<file path="src/include/blitter_cfg.svh">
/* Blitter build configuration
   Bus widths, halftone depth and the CPU register index map */
`ifndef BLITTER_CFG_SVH
`define BLITTER_CFG_SVH

`define BLT_ADDR_W		23		// Word address
`define BLT_DATA_W		16
`define BLT_REG_IDX_W	5		// 0..15 halftone, 16..31 registers
`define BLT_HT_DEPTH	16

// Register indices, same order as the original register block
`define BLT_REG_SRC_XINC	5'd16
`define BLT_REG_SRC_YINC	5'd17
`define BLT_REG_SRC_HI		5'd18
`define BLT_REG_SRC_LO		5'd19
`define BLT_REG_MASK_L		5'd20
`define BLT_REG_MASK_C		5'd21
`define BLT_REG_MASK_R		5'd22
`define BLT_REG_DST_XINC	5'd23
`define BLT_REG_DST_YINC	5'd24
`define BLT_REG_DST_HI		5'd25
`define BLT_REG_DST_LO		5'd26
`define BLT_REG_XCOUNT		5'd27
`define BLT_REG_YCOUNT		5'd28
`define BLT_REG_HOPOP		5'd29
`define BLT_REG_CTRL		5'd30

`endif
</file>
<file path="src/source/blitter_pkg.sv">
/* Blitter shared types
   CPU and memory requests, control word union,
   datapath config bundle, sequencer states and step strobes */
`include "blitter_cfg.svh"

package blitter_pkg;

	// CPU register port access
	typedef struct packed {
		logic wr;							// Write strobe
		logic rd;							// Read strobe, data next cycle
		logic [`BLT_REG_IDX_W-1:0] idx;
		logic [`BLT_DATA_W-1:0] wdata;
	} bltRegReq;

	// Memory side request, held until acknowledged
	typedef struct packed {
		logic valid;
		logic write;
		logic [`BLT_ADDR_W-1:0] addr;
		logic [`BLT_DATA_W-1:0] wdata;
	} bltMemReq;

	typedef struct packed {
		logic busy;							// Write 1 starts, reads 1 while running
		logic [2:0] rsvdHi;					// HOG/SMUDGE slots, unused here
		logic [3:0] lineNum;				// Halftone line
		logic [3:0] rsvdLo;					// FXSR/NFSR slots
		logic [3:0] skew;
	} bltCtrlFields;

	// Control word seen as a raw bus word or as fields
	typedef union packed {
		logic [`BLT_DATA_W-1:0] raw;
		bltCtrlFields f;
	} bltCtrlWord;

	// Registers the datapath reads
	typedef struct packed {
		logic [15:0] srcXinc;				// Signed word increments
		logic [15:0] srcYinc;
		logic [15:0] dstXinc;
		logic [15:0] dstYinc;
		logic [15:0] maskL;
		logic [15:0] maskC;
		logic [15:0] maskR;
		logic [1:0] hop;
		logic [3:0] op;
		logic [3:0] skew;
	} bltConfig;

	typedef enum logic [1:0] { IDLE, RDSRC, RDDST, WRDST } bltCycle;

	// One-cycle strobes from the sequencer
	typedef struct packed {
		logic start;						// Word begins, latch halftone
		logic srcDone;						// Source word arrived
		logic dstDone;						// Destination read latched
		logic wrDone;						// Destination word written
	} bltStep;

endpackage

</file>
<file path="src/source/stBlitterTop.sv">
/* Blitter top level
   Register file, address generator, skew buffer, sequencer and
   logic op unit on a CPU register port and a memory request port */
`include "blitter_cfg.svh"

module stBlitterTop (
	input logic Clks,
	input logic reset,
	input blitter_pkg::bltRegReq regReq,
	output logic [`BLT_DATA_W-1:0] regRdata,
	output blitter_pkg::bltMemReq memReq,
	input logic memAck,
	input logic [`BLT_DATA_W-1:0] memRdata,
	output logic busy
);
	blitter_pkg::bltConfig cfg;
	blitter_pkg::bltStep step;
	logic [3:0] lineNum;
	logic start;
	logic blitDone;
	logic lineStep;
	logic lastX;
	logic lastY;
	logic needSrc;
	logic needDst;
	logic [`BLT_ADDR_W-1:0] srcAddr;
	logic [`BLT_ADDR_W-1:0] dstAddr;
	logic [1:0][15:0] counts;
	logic [`BLT_DATA_W-1:0] htRdata;
	logic [`BLT_DATA_W-1:0] srcWord;
	logic [`BLT_DATA_W-1:0] result;

	bltRegFile regFile (.Clks, .reset, .regReq, .regRdata, .blitDone, .lineStep, .htRdata,
		.cntRdata(counts), .addrRdata({srcAddr, dstAddr}), .cfg, .lineNum, .busy, .start);

	bltAddrGen addrGen (.Clks, .reset, .regReq, .cfg, .step, .srcAddr, .dstAddr,
		.counts, .lastX, .lastY);

	bltSkewBuf skewBuf (.Clks, .reset, .start, .srcDone(step.srcDone), .memRdata,
		.direction(cfg.srcXinc[15]), .skew(cfg.skew), .srcWord);

	bltSequencer sequencer (.Clks, .reset, .start, .busy, .needSrc, .needDst, .lastX, .lastY,
		.srcAddr, .dstAddr, .result, .memReq, .memAck, .step, .blitDone, .lineStep);

	bltLogicOp logicOp (.Clks, .reset, .regReq, .cfg, .lineNum, .step, .lastX, .srcWord,
		.memRdata, .htRdata, .needSrc, .needDst, .result);

endmodule

</file>
<file path="src/source/bltLogicOp.sv">
/* Blitter logic op unit
   Halftone RAM with CPU port, endmask selection,
   HOP source combine, 16 OP truth table and masked merge */
`include "blitter_cfg.svh"

module bltLogicOp (
	input logic Clks,
	input logic reset,
	input blitter_pkg::bltRegReq regReq,
	input blitter_pkg::bltConfig cfg,
	input logic [3:0] lineNum,
	input blitter_pkg::bltStep step,
	input logic lastX,
	input logic [`BLT_DATA_W-1:0] srcWord,
	input logic [`BLT_DATA_W-1:0] memRdata,
	output logic [`BLT_DATA_W-1:0] htRdata,
	output logic needSrc,
	output logic needDst,
	output logic [`BLT_DATA_W-1:0] result
);
	logic [`BLT_DATA_W-1:0] htRam [`BLT_HT_DEPTH];
	logic [`BLT_DATA_W-1:0] htWord;			// Halftone for current word
	logic [`BLT_DATA_W-1:0] dstWord;		// Old destination
	logic [`BLT_DATA_W-1:0] mask;
	logic [`BLT_DATA_W-1:0] hopWord;
	logic [`BLT_DATA_W-1:0] opWord;
	logic newLine;							// Next word is the first of a line

	// Halftone RAM, cleared so read-back after reset is zero
	always_ff @(posedge Clks) begin
		if (reset) begin
			for (int i = 0; i < `BLT_HT_DEPTH; i++)
				htRam[i] <= '0;
		end else if (regReq.wr && !regReq.idx[4]) begin
			htRam[regReq.idx[3:0]] <= regReq.wdata;
		end
	end
	assign htRdata = htRam[regReq.idx[3:0]];	// CPU read port

	always_ff @(posedge Clks) begin
		if (step.start)
			htWord <= htRam[lineNum];
		if (step.dstDone)
			dstWord <= memRdata;
	end

	always_ff @(posedge Clks) begin
		if (reset || (regReq.wr && regReq.idx == `BLT_REG_CTRL && regReq.wdata[15]))
			newLine <= 1'b1;
		else if (step.wrDone)
			newLine <= lastX;
	end

	// Left wins on one-word lines
	assign mask = newLine ? cfg.maskL : (lastX ? cfg.maskR : cfg.maskC);

	// HOP 0 ones, 1 halftone, 2 source, 3 both
	assign hopWord = (cfg.hop[1] ? srcWord : '1) & (cfg.hop[0] ? htWord : '1);

	always_comb begin
		for (int i = 0; i < `BLT_DATA_W; i++)
			opWord[i] = cfg.op[{~hopWord[i], ~dstWord[i]}];	// Bit 0 for S=1 D=1
	end

	assign result = (opWord & mask) | (dstWord & ~mask);
	assign needSrc = cfg.hop[1] & ((cfg.op[3:2] != cfg.op[1:0]));	// OP 0,5,A,F ignore S
	assign needDst = (cfg.op[3] ^ cfg.op[2]) | (cfg.op[1] ^ cfg.op[0]) | ~&mask;

endmodule

</file>
<file path="src/source/bltSequencer.sv">
/* Blitter bus sequencer
   Per-word read source, read destination, write destination cycles,
   memory request generation, line and blit completion */
`include "blitter_cfg.svh"

module bltSequencer (
	input logic Clks,
	input logic reset,
	input logic start,
	input logic busy,
	input logic needSrc,
	input logic needDst,
	input logic lastX,
	input logic lastY,
	input logic [`BLT_ADDR_W-1:0] srcAddr,
	input logic [`BLT_ADDR_W-1:0] dstAddr,
	input logic [`BLT_DATA_W-1:0] result,
	output blitter_pkg::bltMemReq memReq,
	input logic memAck,
	output blitter_pkg::bltStep step,
	output logic blitDone,
	output logic lineStep
);
	blitter_pkg::bltCycle cyc;
	blitter_pkg::bltCycle first;			// Opening cycle of the next word
	blitter_pkg::bltCycle afterSrc;
	logic active;							// Blit running, set by start
	logic gap;								// Request low for one cycle after each ack
	logic ack;
	logic wordBegin;

	assign ack = memAck & memReq.valid;
	assign wordBegin = (cyc == blitter_pkg::IDLE) & busy & (start | active);

	// Skip reads the OP, HOP or mask do not need
	always_comb begin
		if (needSrc)
			first = blitter_pkg::RDSRC;
		else if (needDst)
			first = blitter_pkg::RDDST;
		else
			first = blitter_pkg::WRDST;
		afterSrc = needDst ? blitter_pkg::RDDST : blitter_pkg::WRDST;
	end

	assign memReq.valid = (cyc != blitter_pkg::IDLE) & !gap;
	assign memReq.write = (cyc == blitter_pkg::WRDST);
	assign memReq.addr = (cyc == blitter_pkg::RDSRC) ? srcAddr : dstAddr;
	assign memReq.wdata = result;

	assign step.start = wordBegin;
	assign step.srcDone = ack & (cyc == blitter_pkg::RDSRC);
	assign step.dstDone = ack & (cyc == blitter_pkg::RDDST);
	assign step.wrDone = ack & (cyc == blitter_pkg::WRDST);
	assign lineStep = step.wrDone & lastX;			// Last word of a line written
	assign blitDone = step.wrDone & lastX & lastY;

	always_ff @(posedge Clks) begin
		if (reset) begin
			cyc <= blitter_pkg::IDLE;
			gap <= 1'b0;
			active <= 1'b0;
		end else begin
			gap <= ack;
			active <= start | (active & busy & !blitDone);
			case (cyc)
				blitter_pkg::IDLE:
					if (wordBegin)
						cyc <= first;
				blitter_pkg::RDSRC:						// Busy cleared ends after this transfer
					if (ack)
						cyc <= busy ? afterSrc : blitter_pkg::IDLE;
				blitter_pkg::RDDST:
					if (ack)
						cyc <= busy ? blitter_pkg::WRDST : blitter_pkg::IDLE;
				blitter_pkg::WRDST:
					if (ack)
						cyc <= blitter_pkg::IDLE;		// Next word decided with fresh counters
				default:
					cyc <= blitter_pkg::IDLE;
			endcase
		end
	end

endmodule

</file>
<file path="src/source/bltSkewBuf.sv">
/* Blitter source skew buffer
   Previous and current source words, filled from the side given by
   the source X direction, barrel shifted right by skew */
`include "blitter_cfg.svh"

module bltSkewBuf (
	input logic Clks,
	input logic reset,
	input logic start,
	input logic srcDone,
	input logic [`BLT_DATA_W-1:0] memRdata,
	input logic direction,					// Source X increment sign
	input logic [3:0] skew,
	output logic [`BLT_DATA_W-1:0] srcWord
);
	logic [2*`BLT_DATA_W-1:0] pair;			// Two words in flight
	logic [2*`BLT_DATA_W-1:0] shifted;

	always_ff @(posedge Clks) begin
		if (reset || start) begin
			pair <= '0;						// Fresh blit starts empty
		end else if (srcDone) begin
			if (direction)
				pair <= {memRdata, pair[2*`BLT_DATA_W-1:`BLT_DATA_W]};	// Descending, enters high
			else
				pair <= {pair[`BLT_DATA_W-1:0], memRdata};				// Ascending, enters low
		end
	end

	assign shifted = pair >> skew;
	assign srcWord = shifted[`BLT_DATA_W-1:0];	// Low half feeds the logic op

endmodule

</file>
<file path="src/source/bltAddrGen.sv">
/* Blitter address generator
   X/Y word counters with X restart value, source and destination
   address registers, increment selection per line position */
`include "blitter_cfg.svh"

module bltAddrGen (
	input logic Clks,
	input logic reset,
	input blitter_pkg::bltRegReq regReq,
	input blitter_pkg::bltConfig cfg,
	input blitter_pkg::bltStep step,
	output logic [`BLT_ADDR_W-1:0] srcAddr,
	output logic [`BLT_ADDR_W-1:0] dstAddr,
	output logic [1:0][15:0] counts,
	output logic lastX,
	output logic lastY
);
	logic [15:0] xCount;
	logic [15:0] xStart;					// X count reloaded at each line end
	logic [15:0] yCount;
	logic [15:0] srcInc;
	logic [15:0] dstInc;
	logic [`BLT_ADDR_W-1:0] srcStep;
	logic [`BLT_ADDR_W-1:0] dstStep;

	assign lastX = (xCount == 16'd1);
	assign lastY = (yCount == 16'd1);
	assign counts = {xCount, yCount};

	// Y increment on the last word of a line, X otherwise
	assign srcInc = lastX ? cfg.srcYinc : cfg.srcXinc;
	assign dstInc = lastX ? cfg.dstYinc : cfg.dstXinc;
	assign srcStep = {{(`BLT_ADDR_W-16){srcInc[15]}}, srcInc};		// Sign extend
	assign dstStep = {{(`BLT_ADDR_W-16){dstInc[15]}}, dstInc};

	always_ff @(posedge Clks) begin
		if (reset) begin
			xCount <= '0;
			xStart <= '0;
			yCount <= '0;
		end else begin
			if (regReq.wr && regReq.idx == `BLT_REG_XCOUNT) begin
				xCount <= regReq.wdata;
				xStart <= regReq.wdata;
			end else if (step.wrDone) begin
				xCount <= lastX ? xStart : xCount - 16'd1;
			end
			if (regReq.wr && regReq.idx == `BLT_REG_YCOUNT)
				yCount <= regReq.wdata;
			else if (step.wrDone && lastX)
				yCount <= yCount - 16'd1;			// One line finished
		end
	end

	// Source moves per source read, destination per write
	always_ff @(posedge Clks) begin
		if (reset) begin
			srcAddr <= '0;
			dstAddr <= '0;
		end else begin
			if (regReq.wr && regReq.idx == `BLT_REG_SRC_HI)
				srcAddr[`BLT_ADDR_W-1:16] <= regReq.wdata[`BLT_ADDR_W-17:0];
			else if (regReq.wr && regReq.idx == `BLT_REG_SRC_LO)
				srcAddr[15:0] <= regReq.wdata;
			else if (step.srcDone)
				srcAddr <= srcAddr + srcStep;

			if (regReq.wr && regReq.idx == `BLT_REG_DST_HI)
				dstAddr[`BLT_ADDR_W-1:16] <= regReq.wdata[`BLT_ADDR_W-17:0];
			else if (regReq.wr && regReq.idx == `BLT_REG_DST_LO)
				dstAddr[15:0] <= regReq.wdata;
			else if (step.wrDone)
				dstAddr <= dstAddr + dstStep;
		end
	end

endmodule

</file>
<file path="src/source/bltRegFile.sv">
/* Blitter register file
   Increments, endmasks, HOP/OP, control/status word, line counter
   and the registered CPU read-back mux */
`include "blitter_cfg.svh"

module bltRegFile (
	input logic Clks,
	input logic reset,
	input blitter_pkg::bltRegReq regReq,
	output logic [`BLT_DATA_W-1:0] regRdata,
	input logic blitDone,
	input logic lineStep,
	input logic [`BLT_DATA_W-1:0] htRdata,
	input logic [1:0][15:0] cntRdata,				// [1] X count, [0] Y count
	input logic [1:0][`BLT_ADDR_W-1:0] addrRdata,	// [1] source, [0] destination
	output blitter_pkg::bltConfig cfg,
	output logic [3:0] lineNum,
	output logic busy,
	output logic start
);
	blitter_pkg::bltCtrlWord ctrlWr;		// Incoming control write
	blitter_pkg::bltCtrlWord ctrlRd;		// Status for read-back
	logic regWr;
	logic ctrlHit;
	logic [`BLT_DATA_W-1:0] rdMux;

	assign regWr = regReq.wr & regReq.idx[4];				// Upper half is registers
	assign ctrlHit = regReq.wr & (regReq.idx == `BLT_REG_CTRL);
	assign ctrlWr.raw = regReq.wdata;

	// Datapath registers, writable even mid-blit
	always_ff @(posedge Clks) begin
		if (reset) begin
			cfg <= '0;
		end else if (regWr) begin
			case (regReq.idx)
				`BLT_REG_SRC_XINC:	cfg.srcXinc <= regReq.wdata;
				`BLT_REG_SRC_YINC:	cfg.srcYinc <= regReq.wdata;
				`BLT_REG_DST_XINC:	cfg.dstXinc <= regReq.wdata;
				`BLT_REG_DST_YINC:	cfg.dstYinc <= regReq.wdata;
				`BLT_REG_MASK_L:	cfg.maskL <= regReq.wdata;
				`BLT_REG_MASK_C:	cfg.maskC <= regReq.wdata;
				`BLT_REG_MASK_R:	cfg.maskR <= regReq.wdata;
				`BLT_REG_HOPOP: begin
					cfg.hop <= regReq.wdata[9:8];
					cfg.op <= regReq.wdata[3:0];
				end
				`BLT_REG_CTRL:		cfg.skew <= ctrlWr.f.skew;
				default: ;
			endcase
		end
	end

	// Busy flag, start pulse and halftone line counter
	always_ff @(posedge Clks) begin
		if (reset) begin
			busy <= 1'b0;
			start <= 1'b0;
			lineNum <= '0;
		end else begin
			start <= ctrlHit & ctrlWr.f.busy;		// Only a write with busy set kicks off
			if (ctrlHit) begin
				busy <= ctrlWr.f.busy;			// Writing 0 stops after current transfer
				lineNum <= ctrlWr.f.lineNum;
			end else begin
				if (blitDone)
					busy <= 1'b0;
				if (lineStep)					// Walk up or down with dest Y direction
					lineNum <= cfg.dstYinc[15] ? lineNum - 4'd1 : lineNum + 4'd1;
			end
		end
	end

	always_comb begin
		ctrlRd.raw = '0;
		ctrlRd.f.busy = busy;
		ctrlRd.f.lineNum = lineNum;
		ctrlRd.f.skew = cfg.skew;
		rdMux = '0;
		if (!regReq.idx[4]) begin
			rdMux = htRdata;					// Halftone RAM
		end else begin
			case (regReq.idx)
				`BLT_REG_SRC_XINC:	rdMux = cfg.srcXinc;
				`BLT_REG_SRC_YINC:	rdMux = cfg.srcYinc;
				`BLT_REG_SRC_HI:	rdMux = 16'(addrRdata[1][`BLT_ADDR_W-1:16]);
				`BLT_REG_SRC_LO:	rdMux = addrRdata[1][15:0];
				`BLT_REG_MASK_L:	rdMux = cfg.maskL;
				`BLT_REG_MASK_C:	rdMux = cfg.maskC;
				`BLT_REG_MASK_R:	rdMux = cfg.maskR;
				`BLT_REG_DST_XINC:	rdMux = cfg.dstXinc;
				`BLT_REG_DST_YINC:	rdMux = cfg.dstYinc;
				`BLT_REG_DST_HI:	rdMux = 16'(addrRdata[0][`BLT_ADDR_W-1:16]);
				`BLT_REG_DST_LO:	rdMux = addrRdata[0][15:0];
				`BLT_REG_XCOUNT:	rdMux = cntRdata[1];
				`BLT_REG_YCOUNT:	rdMux = cntRdata[0];
				`BLT_REG_HOPOP:		rdMux = {6'b0, cfg.hop, 4'b0, cfg.op};
				`BLT_REG_CTRL:		rdMux = ctrlRd.raw;
				default:			rdMux = '0;			// Index 31 unused
			endcase
		end
	end

	// Read data valid the cycle after the strobe
	always_ff @(posedge Clks) begin
		if (reset)
			regRdata <= '0;
		else if (regReq.rd)
			regRdata <= rdMux;
	end

endmodule

</file>
<file path="config.mk">
export PLATFORM = sky130hd
export DESIGN_NAME = stBlitterTop
export DESIGN_NICKNAME = d
export VERILOG_FILES = /design/src/source/blitter_pkg.sv /design/src/source/stBlitterTop.sv /design/src/source/bltLogicOp.sv /design/src/source/bltSequencer.sv /design/src/source/bltSkewBuf.sv /design/src/source/bltAddrGen.sv /design/src/source/bltRegFile.sv
export VERILOG_INCLUDE_DIRS = /design/src /design/src/include
export SDC_FILE = /design/constraint.sdc
export NUM_CORES = 1
export LEC_CHECK = 0
export BUFFER_PORTS_ARGS = -buffer_cell sky130_fd_sc_hd__buf_4
export CORE_AREA = 8 8 311 313
export DETAILED_ROUTE_END_ITERATION = 16
export DIE_AREA = 0 0 319 321
export SYNTH_ARGS = -nofsm -noshare
export SYNTH_HDL_FRONTEND = slang
export SYNTH_SLANG_ARGS = --single-unit
</file>
<file path="constraint.sdc">
create_clock -name Clks -period 13.4 [get_ports Clks]
set_clock_uncertainty 0.15 [all_clocks]
set_input_delay 1.34 -clock Clks [delete_from_list [all_inputs] [get_ports Clks]]
set_output_delay 1.34 -clock Clks [all_outputs]
set_load 0.02 [all_outputs]
</file>
==> run summary <==
The flow ran to the end, and the final reports show no timing, DRC or antenna violations. The final-stage net count is 3,172. The clock network fraction of total power came out at 44.0%. The first-pass GRT wire length came out at 169,000 µm. For this configuration, the core starts out at a cell density of 34.6%.

The worst path needs ~5.5 ns of the cycle, external delays included. After floorplanning, the core was sized to cover 0.0922 mm². The horizontal extent of the die came out at between 300 and 400 µm. For this run, the detailed router's first-pass iteration total came to 6.

Port buffering added 99 buffers. The net switching power figure came out at slightly below 1 mW. Yosys mapped a number of flops with a built-in enable equal to ~290.

The overall routed net length came out at between 100,000 and 150,000 µm. The static leakage power came out at 12.1 nW. Setup violations remaining at the end of the flow were counted as 0.

The pre-CTS worst setup slack came out at 8.33 ns. The count of unique library cells instantiated by Yosys came out at 85. The final count of hold timing violations came to 0. The number of filler cells placed in the layout is around 8,900. The headroom to the max-slew limit came out at around 15%. The number of warnings issued by yosys is 0. The maximum number of pins on one net before global-route repair came out at 85. The worst supply voltage drop on vdd came out at about 0.11 mV. The boundary pin count came out at 100. Sequential cells were found to cover 44.4% of the synthesized design area. The fraction of the cycle the final worst path needs came out at around two fifths. The number of global-route vias before repair is about 25,000. CTS placed an instance of sky130_fd_sc_hd__clkbuf_16 at the clock tree root.

The later pin in the worst-skew pair is clocked with a latency of 0.67 ns. The clock sink count is 563. The average wire per cell in the routed design is 26.6 µm. Measured along the y axis, the die boundary spans 321 µm. The number of design-rule violations left by the first detailed-router iteration is roughly 3,200.

The total count of max-transition violations in the final report came out at 0. The proportion of power drawn by combinational gates is 7.6%. The detailed-route DRC error count came out at 0. The tool flagged a number of max-cap violations equal to 0. Setup repair after global routing left no endpoint under its margin. Synthesis produced a netlist with a net count of 3,220. Relative to the synthesized area, the layout overhead comes to 11.9%. The setup total negative slack came out at 0 ns. The completed layout was analyzed and its total power is a little under 4 mW. The number of vias per cell after detailed routing came out at approximately 6. The number of antenna-violating nets in the routed design came out at 0. The final worst setup slack came out at 7.90 ns.

The level count of the clock H-tree is 2. The global-route usage over all layers came out at ~22%. The total clock buffers created by CTS is 60.

The post-synthesis register bit count came out at 563. The post-synthesis instance total is 3,123. Global routing finished with a remaining overflow of 0. The slew at the pin closest to its max-slew limit is 1.27 ns. The via count came out at 25,800. The synthesized cell area is 0.0319 mm². The critical-path maximum fanout came out at 40. The internal power of the cells totals 2.94 mW. The endpoint required time on the critical path came out at between 10 and 15 ns. After synthesis, the share of flip-flops with an asynchronous set or reset is 0%. The predominant post-synthesis flop cell is sky130_fd_sc_hd__edfxtp_1. The maximum operating frequency came out at 182 MHz.

The proportion of power drawn by flip-flops and latches came out at approximately half. The HPWL after detailed placement is 77,500 µm. The data arrival time of the critical path came out at 4.01 ns. The area occupied by multi-input gates came out at around 0.017 mm². The critical path launch point type is a register. STA classifies the critical path endpoint as an output port. In this run the core area contains 112 standard-cell rows. The share of total power consumed by net switching came out at 24.9%. Of the cells placed in the final design, the portion with a size suffix greater than 1 is 16.8%. The largest buffer count on any clock path came out at 3. The number of buffers inserted by post-CTS setup repair came out at 0.

The number of hold buffers added after cts is 0. The classification of the worst setup path is register to output port. After clock tree synthesis, the clock-pin slew on the worst setup and hold paths is approximately 0.06 ns. The mean area per synthesized cell is 10.2 µm². The min-delay analysis places its worst path in the category register to register. The full die area came out at roughly 0.10 mm². The TritonCTS clock tree is done. The post-CTS resize count is 0.

The power density over cell area is 110 mW/mm². The final weighted congestion in routability-driven placement is 0.958. In the final layout, flip-flops and latches occupy 0.0142 mm².

The number of antenna violations at the first check in global routing came to 12.
stage by stage:
step,utilization (%),instances,instance area [µm²],hold WS [ns]
6_report,38.7,4328,35700,0.305
3_5_place_dp,36.5,4210,33600,0.300
3_3_place_gp,36.5,4210,33600,0.293
5_1_grt,38.7,4322,35600,0.322
2_1_floorplan,-,3123,31900,0.283
4_1_cts,38.6,4321,35600,0.309
placed cells by master (no fill, tap or decap), types with 11 or more instances in the layout:
| cell type | count |
|---|---|
| sky130_fd_sc_hd__edfxtp_1 | 288 |
| sky130_fd_sc_hd__inv_1 | 35 |
| sky130_fd_sc_hd__nand3_1 | 55 |
| sky130_fd_sc_hd__xnor2_1 | 35 |
| sky130_fd_sc_hd__mux4_2 | 189 |
| sky130_fd_sc_hd__ha_1 | 52 |
| sky130_fd_sc_hd__a22oi_1 | 50 |
| sky130_fd_sc_hd__nand2_1 | 525 |
| sky130_fd_sc_hd__a221oi_1 | 37 |
| sky130_fd_sc_hd__a22o_1 | 31 |
| sky130_fd_sc_hd__clkinv_2 | 11 |
| sky130_fd_sc_hd__o211ai_1 | 12 |
| sky130_fd_sc_hd__a311oi_1 | 21 |
| sky130_fd_sc_hd__a31oi_1 | 11 |
| sky130_fd_sc_hd__nand4_1 | 11 |
| sky130_fd_sc_hd__o21ai_2 | 15 |
| sky130_fd_sc_hd__xor2_1 | 17 |
| sky130_fd_sc_hd__and2_1 | 265 |
| sky130_fd_sc_hd__clkbuf_8 | 11 |
| sky130_fd_sc_hd__o21ai_0 | 67 |
| sky130_fd_sc_hd__nor2_1 | 180 |
| sky130_fd_sc_hd__a211oi_1 | 67 |
| sky130_fd_sc_hd__a21o_1 | 17 |
| sky130_fd_sc_hd__mux2i_1 | 78 |
| sky130_fd_sc_hd__nor3_1 | 46 |
| sky130_fd_sc_hd__nand2b_1 | 13 |
| sky130_fd_sc_hd__o22ai_1 | 25 |
| sky130_fd_sc_hd__dfxtp_1 | 271 |
| sky130_fd_sc_hd__clkbuf_16 | 61 |
| sky130_fd_sc_hd__mux2_2 | 31 |
| sky130_fd_sc_hd__buf_4 | 153 |
| sky130_fd_sc_hd__clkbuf_1 | 13 |
| sky130_fd_sc_hd__a21oi_1 | 252 |
registers in the layout, indices dropped and copies added, names as in the netlist:
register,flops
addrGen.dstAddr,23
addrGen.srcAddr,23
addrGen.xCount,16
addrGen.xStart,16
addrGen.yCount,16
logicOp.dstWord,16
logicOp.htRam,256
logicOp.htWord,16
logicOp.newLine,1
regFile.busy,1
regFile.cfg,122
regFile.lineNum,4
regFile.regRdata,16
regFile.start,1
sequencer.active,1
sequencer.cyc,2
sequencer.gap,1
skewBuf.pair,32
layout make-up:
| class | instances | area share [%] |
|---|---|---|
| Multi-Input combinational cell | 2259 | 46.7 |
| Timing Repair Buffer | 154 | 3.26 |
| Tap cell | 1197 | 4.20 |
| Antenna cell | 7 | 0.0491 |
| Inverter | 37 | 0.390 |
| Sequential cell | 563 | 39.7 |
| Clock buffer | 84 | 4.80 |
| Clock inverter | 27 | 0.867 |
worst paths after layout:
| path | start | to | slack, ns | cells past startpoint |
|---|---|---|---|---|
| hold / removal | addrGen.xStart[5]$_SDFFE_PP0P_ | addrGen.xStart[5]$_SDFFE_PP0P_ | 0.30 | 2 |
| setup reg to reg | addrGen.xCount[12]$_SDFFE_PP0P_ | addrGen.dstAddr[20]$_SDFFE_PP0P_ | 8.35 | 16 |
| setup / recovery | addrGen.xCount[7]$_SDFFE_PP0P_ | memReq[14] | 7.90 | 9 |
| hold reg to reg | addrGen.xStart[5]$_SDFFE_PP0P_ | addrGen.xStart[5]$_SDFFE_PP0P_ | 0.30 | 2 |
Yosys cell counts (all sizes together), types with 4 or more instances:
cell type | count | area share [%]
or4 | 5 | 0.13
o221ai | 5 | 0.14
clkbuf | 217 | 2.6
nand3 | 57 | 0.95
mux4 | 189 | 13
a21o | 17 | 0.40
and3 | 9 | 0.18
o21bai | 7 | 0.16
buf | 47 | 0.67
edfxtp | 288 | 27
inv | 35 | 0.41
nor2 | 191 | 2.3
a221oi | 37 | 1.0
or3 | 6 | 0.13
a22oi | 50 | 1.2
nor4 | 9 | 0.31
a211oi | 68 | 1.6
o211ai | 12 | 0.28
o22ai | 25 | 0.49
o21a | 6 | 0.14
nand2 | 528 | 6.3
o21ai | 85 | 1.3
o22a | 5 | 0.14
a22o | 31 | 0.85
nand3b | 7 | 0.16
a311oi | 21 | 0.58
a21oi | 254 | 4.0
xor2 | 17 | 0.47
mux2 | 31 | 1.1
mux2i | 78 | 2.5
dfxtp | 275 | 17
nand2b | 13 | 0.26
nor3 | 53 | 0.90
o31ai | 4 | 0.094
nor3b | 5 | 0.15
ha | 52 | 2.0
nor2b | 9 | 0.18
a31oi | 11 | 0.22
and2 | 271 | 5.3
nand4 | 11 | 0.22
o2bb2ai | 5 | 0.14
xnor2 | 35 | 0.96
per-layer routing:
metal | wire length (µm) | vias to the layer above | GRT usage (%)
li1 | - | 11400 | -
met1 | 45900 | 12700 | 28.7
met2 | 51900 | 1403 | 34.2
met3 | 12300 | 265 | 5.43
met4 | 5030 | 10 | 8.58
met5 | 62 | - | 0
critical path: stages, from the launching register on:
cell and delay, ns:
sky130_fd_sc_hd__dfxtp_1 0.36, sky130_fd_sc_hd__or3_4 0.44, sky130_fd_sc_hd__or4_4 0.45, sky130_fd_sc_hd__nor2_4 0.29, sky130_fd_sc_hd__buf_4 0.52, sky130_fd_sc_hd__mux2i_1 0.14, sky130_fd_sc_hd__o21ai_0 0.58, sky130_fd_sc_hd__o21ai_0 0.18
sky130_fd_sc_hd__a22oi_1 0.18, sky130_fd_sc_hd__buf_4 0.17
cells by family after synthesis:
group,Yosys count,share of synthesized area (%)
buf+inv,301,3.66
flops,563,44.4
xor+xnor,53,1.50
fa+ha+maj,55,2.23
simple gates,1186,17.8
mux,298,16.9
compound gates,667,13.5
power groups by stage:
stage | combinational, mW | sequential, mW | clock, mW
final | 0.297 | 1.90 | 1.73
after global routing | 0.309 | 1.90 | 1.80
after CTS | 0.293 | 1.90 | 1.74
after detailed placement | 0.293 | 1.93 | 0
after global placement | 0.291 | 1.93 | 0
after floorplan | 0.176 | 1.92 | 0
No activity file was read; power rests on OpenSTA's default activity.
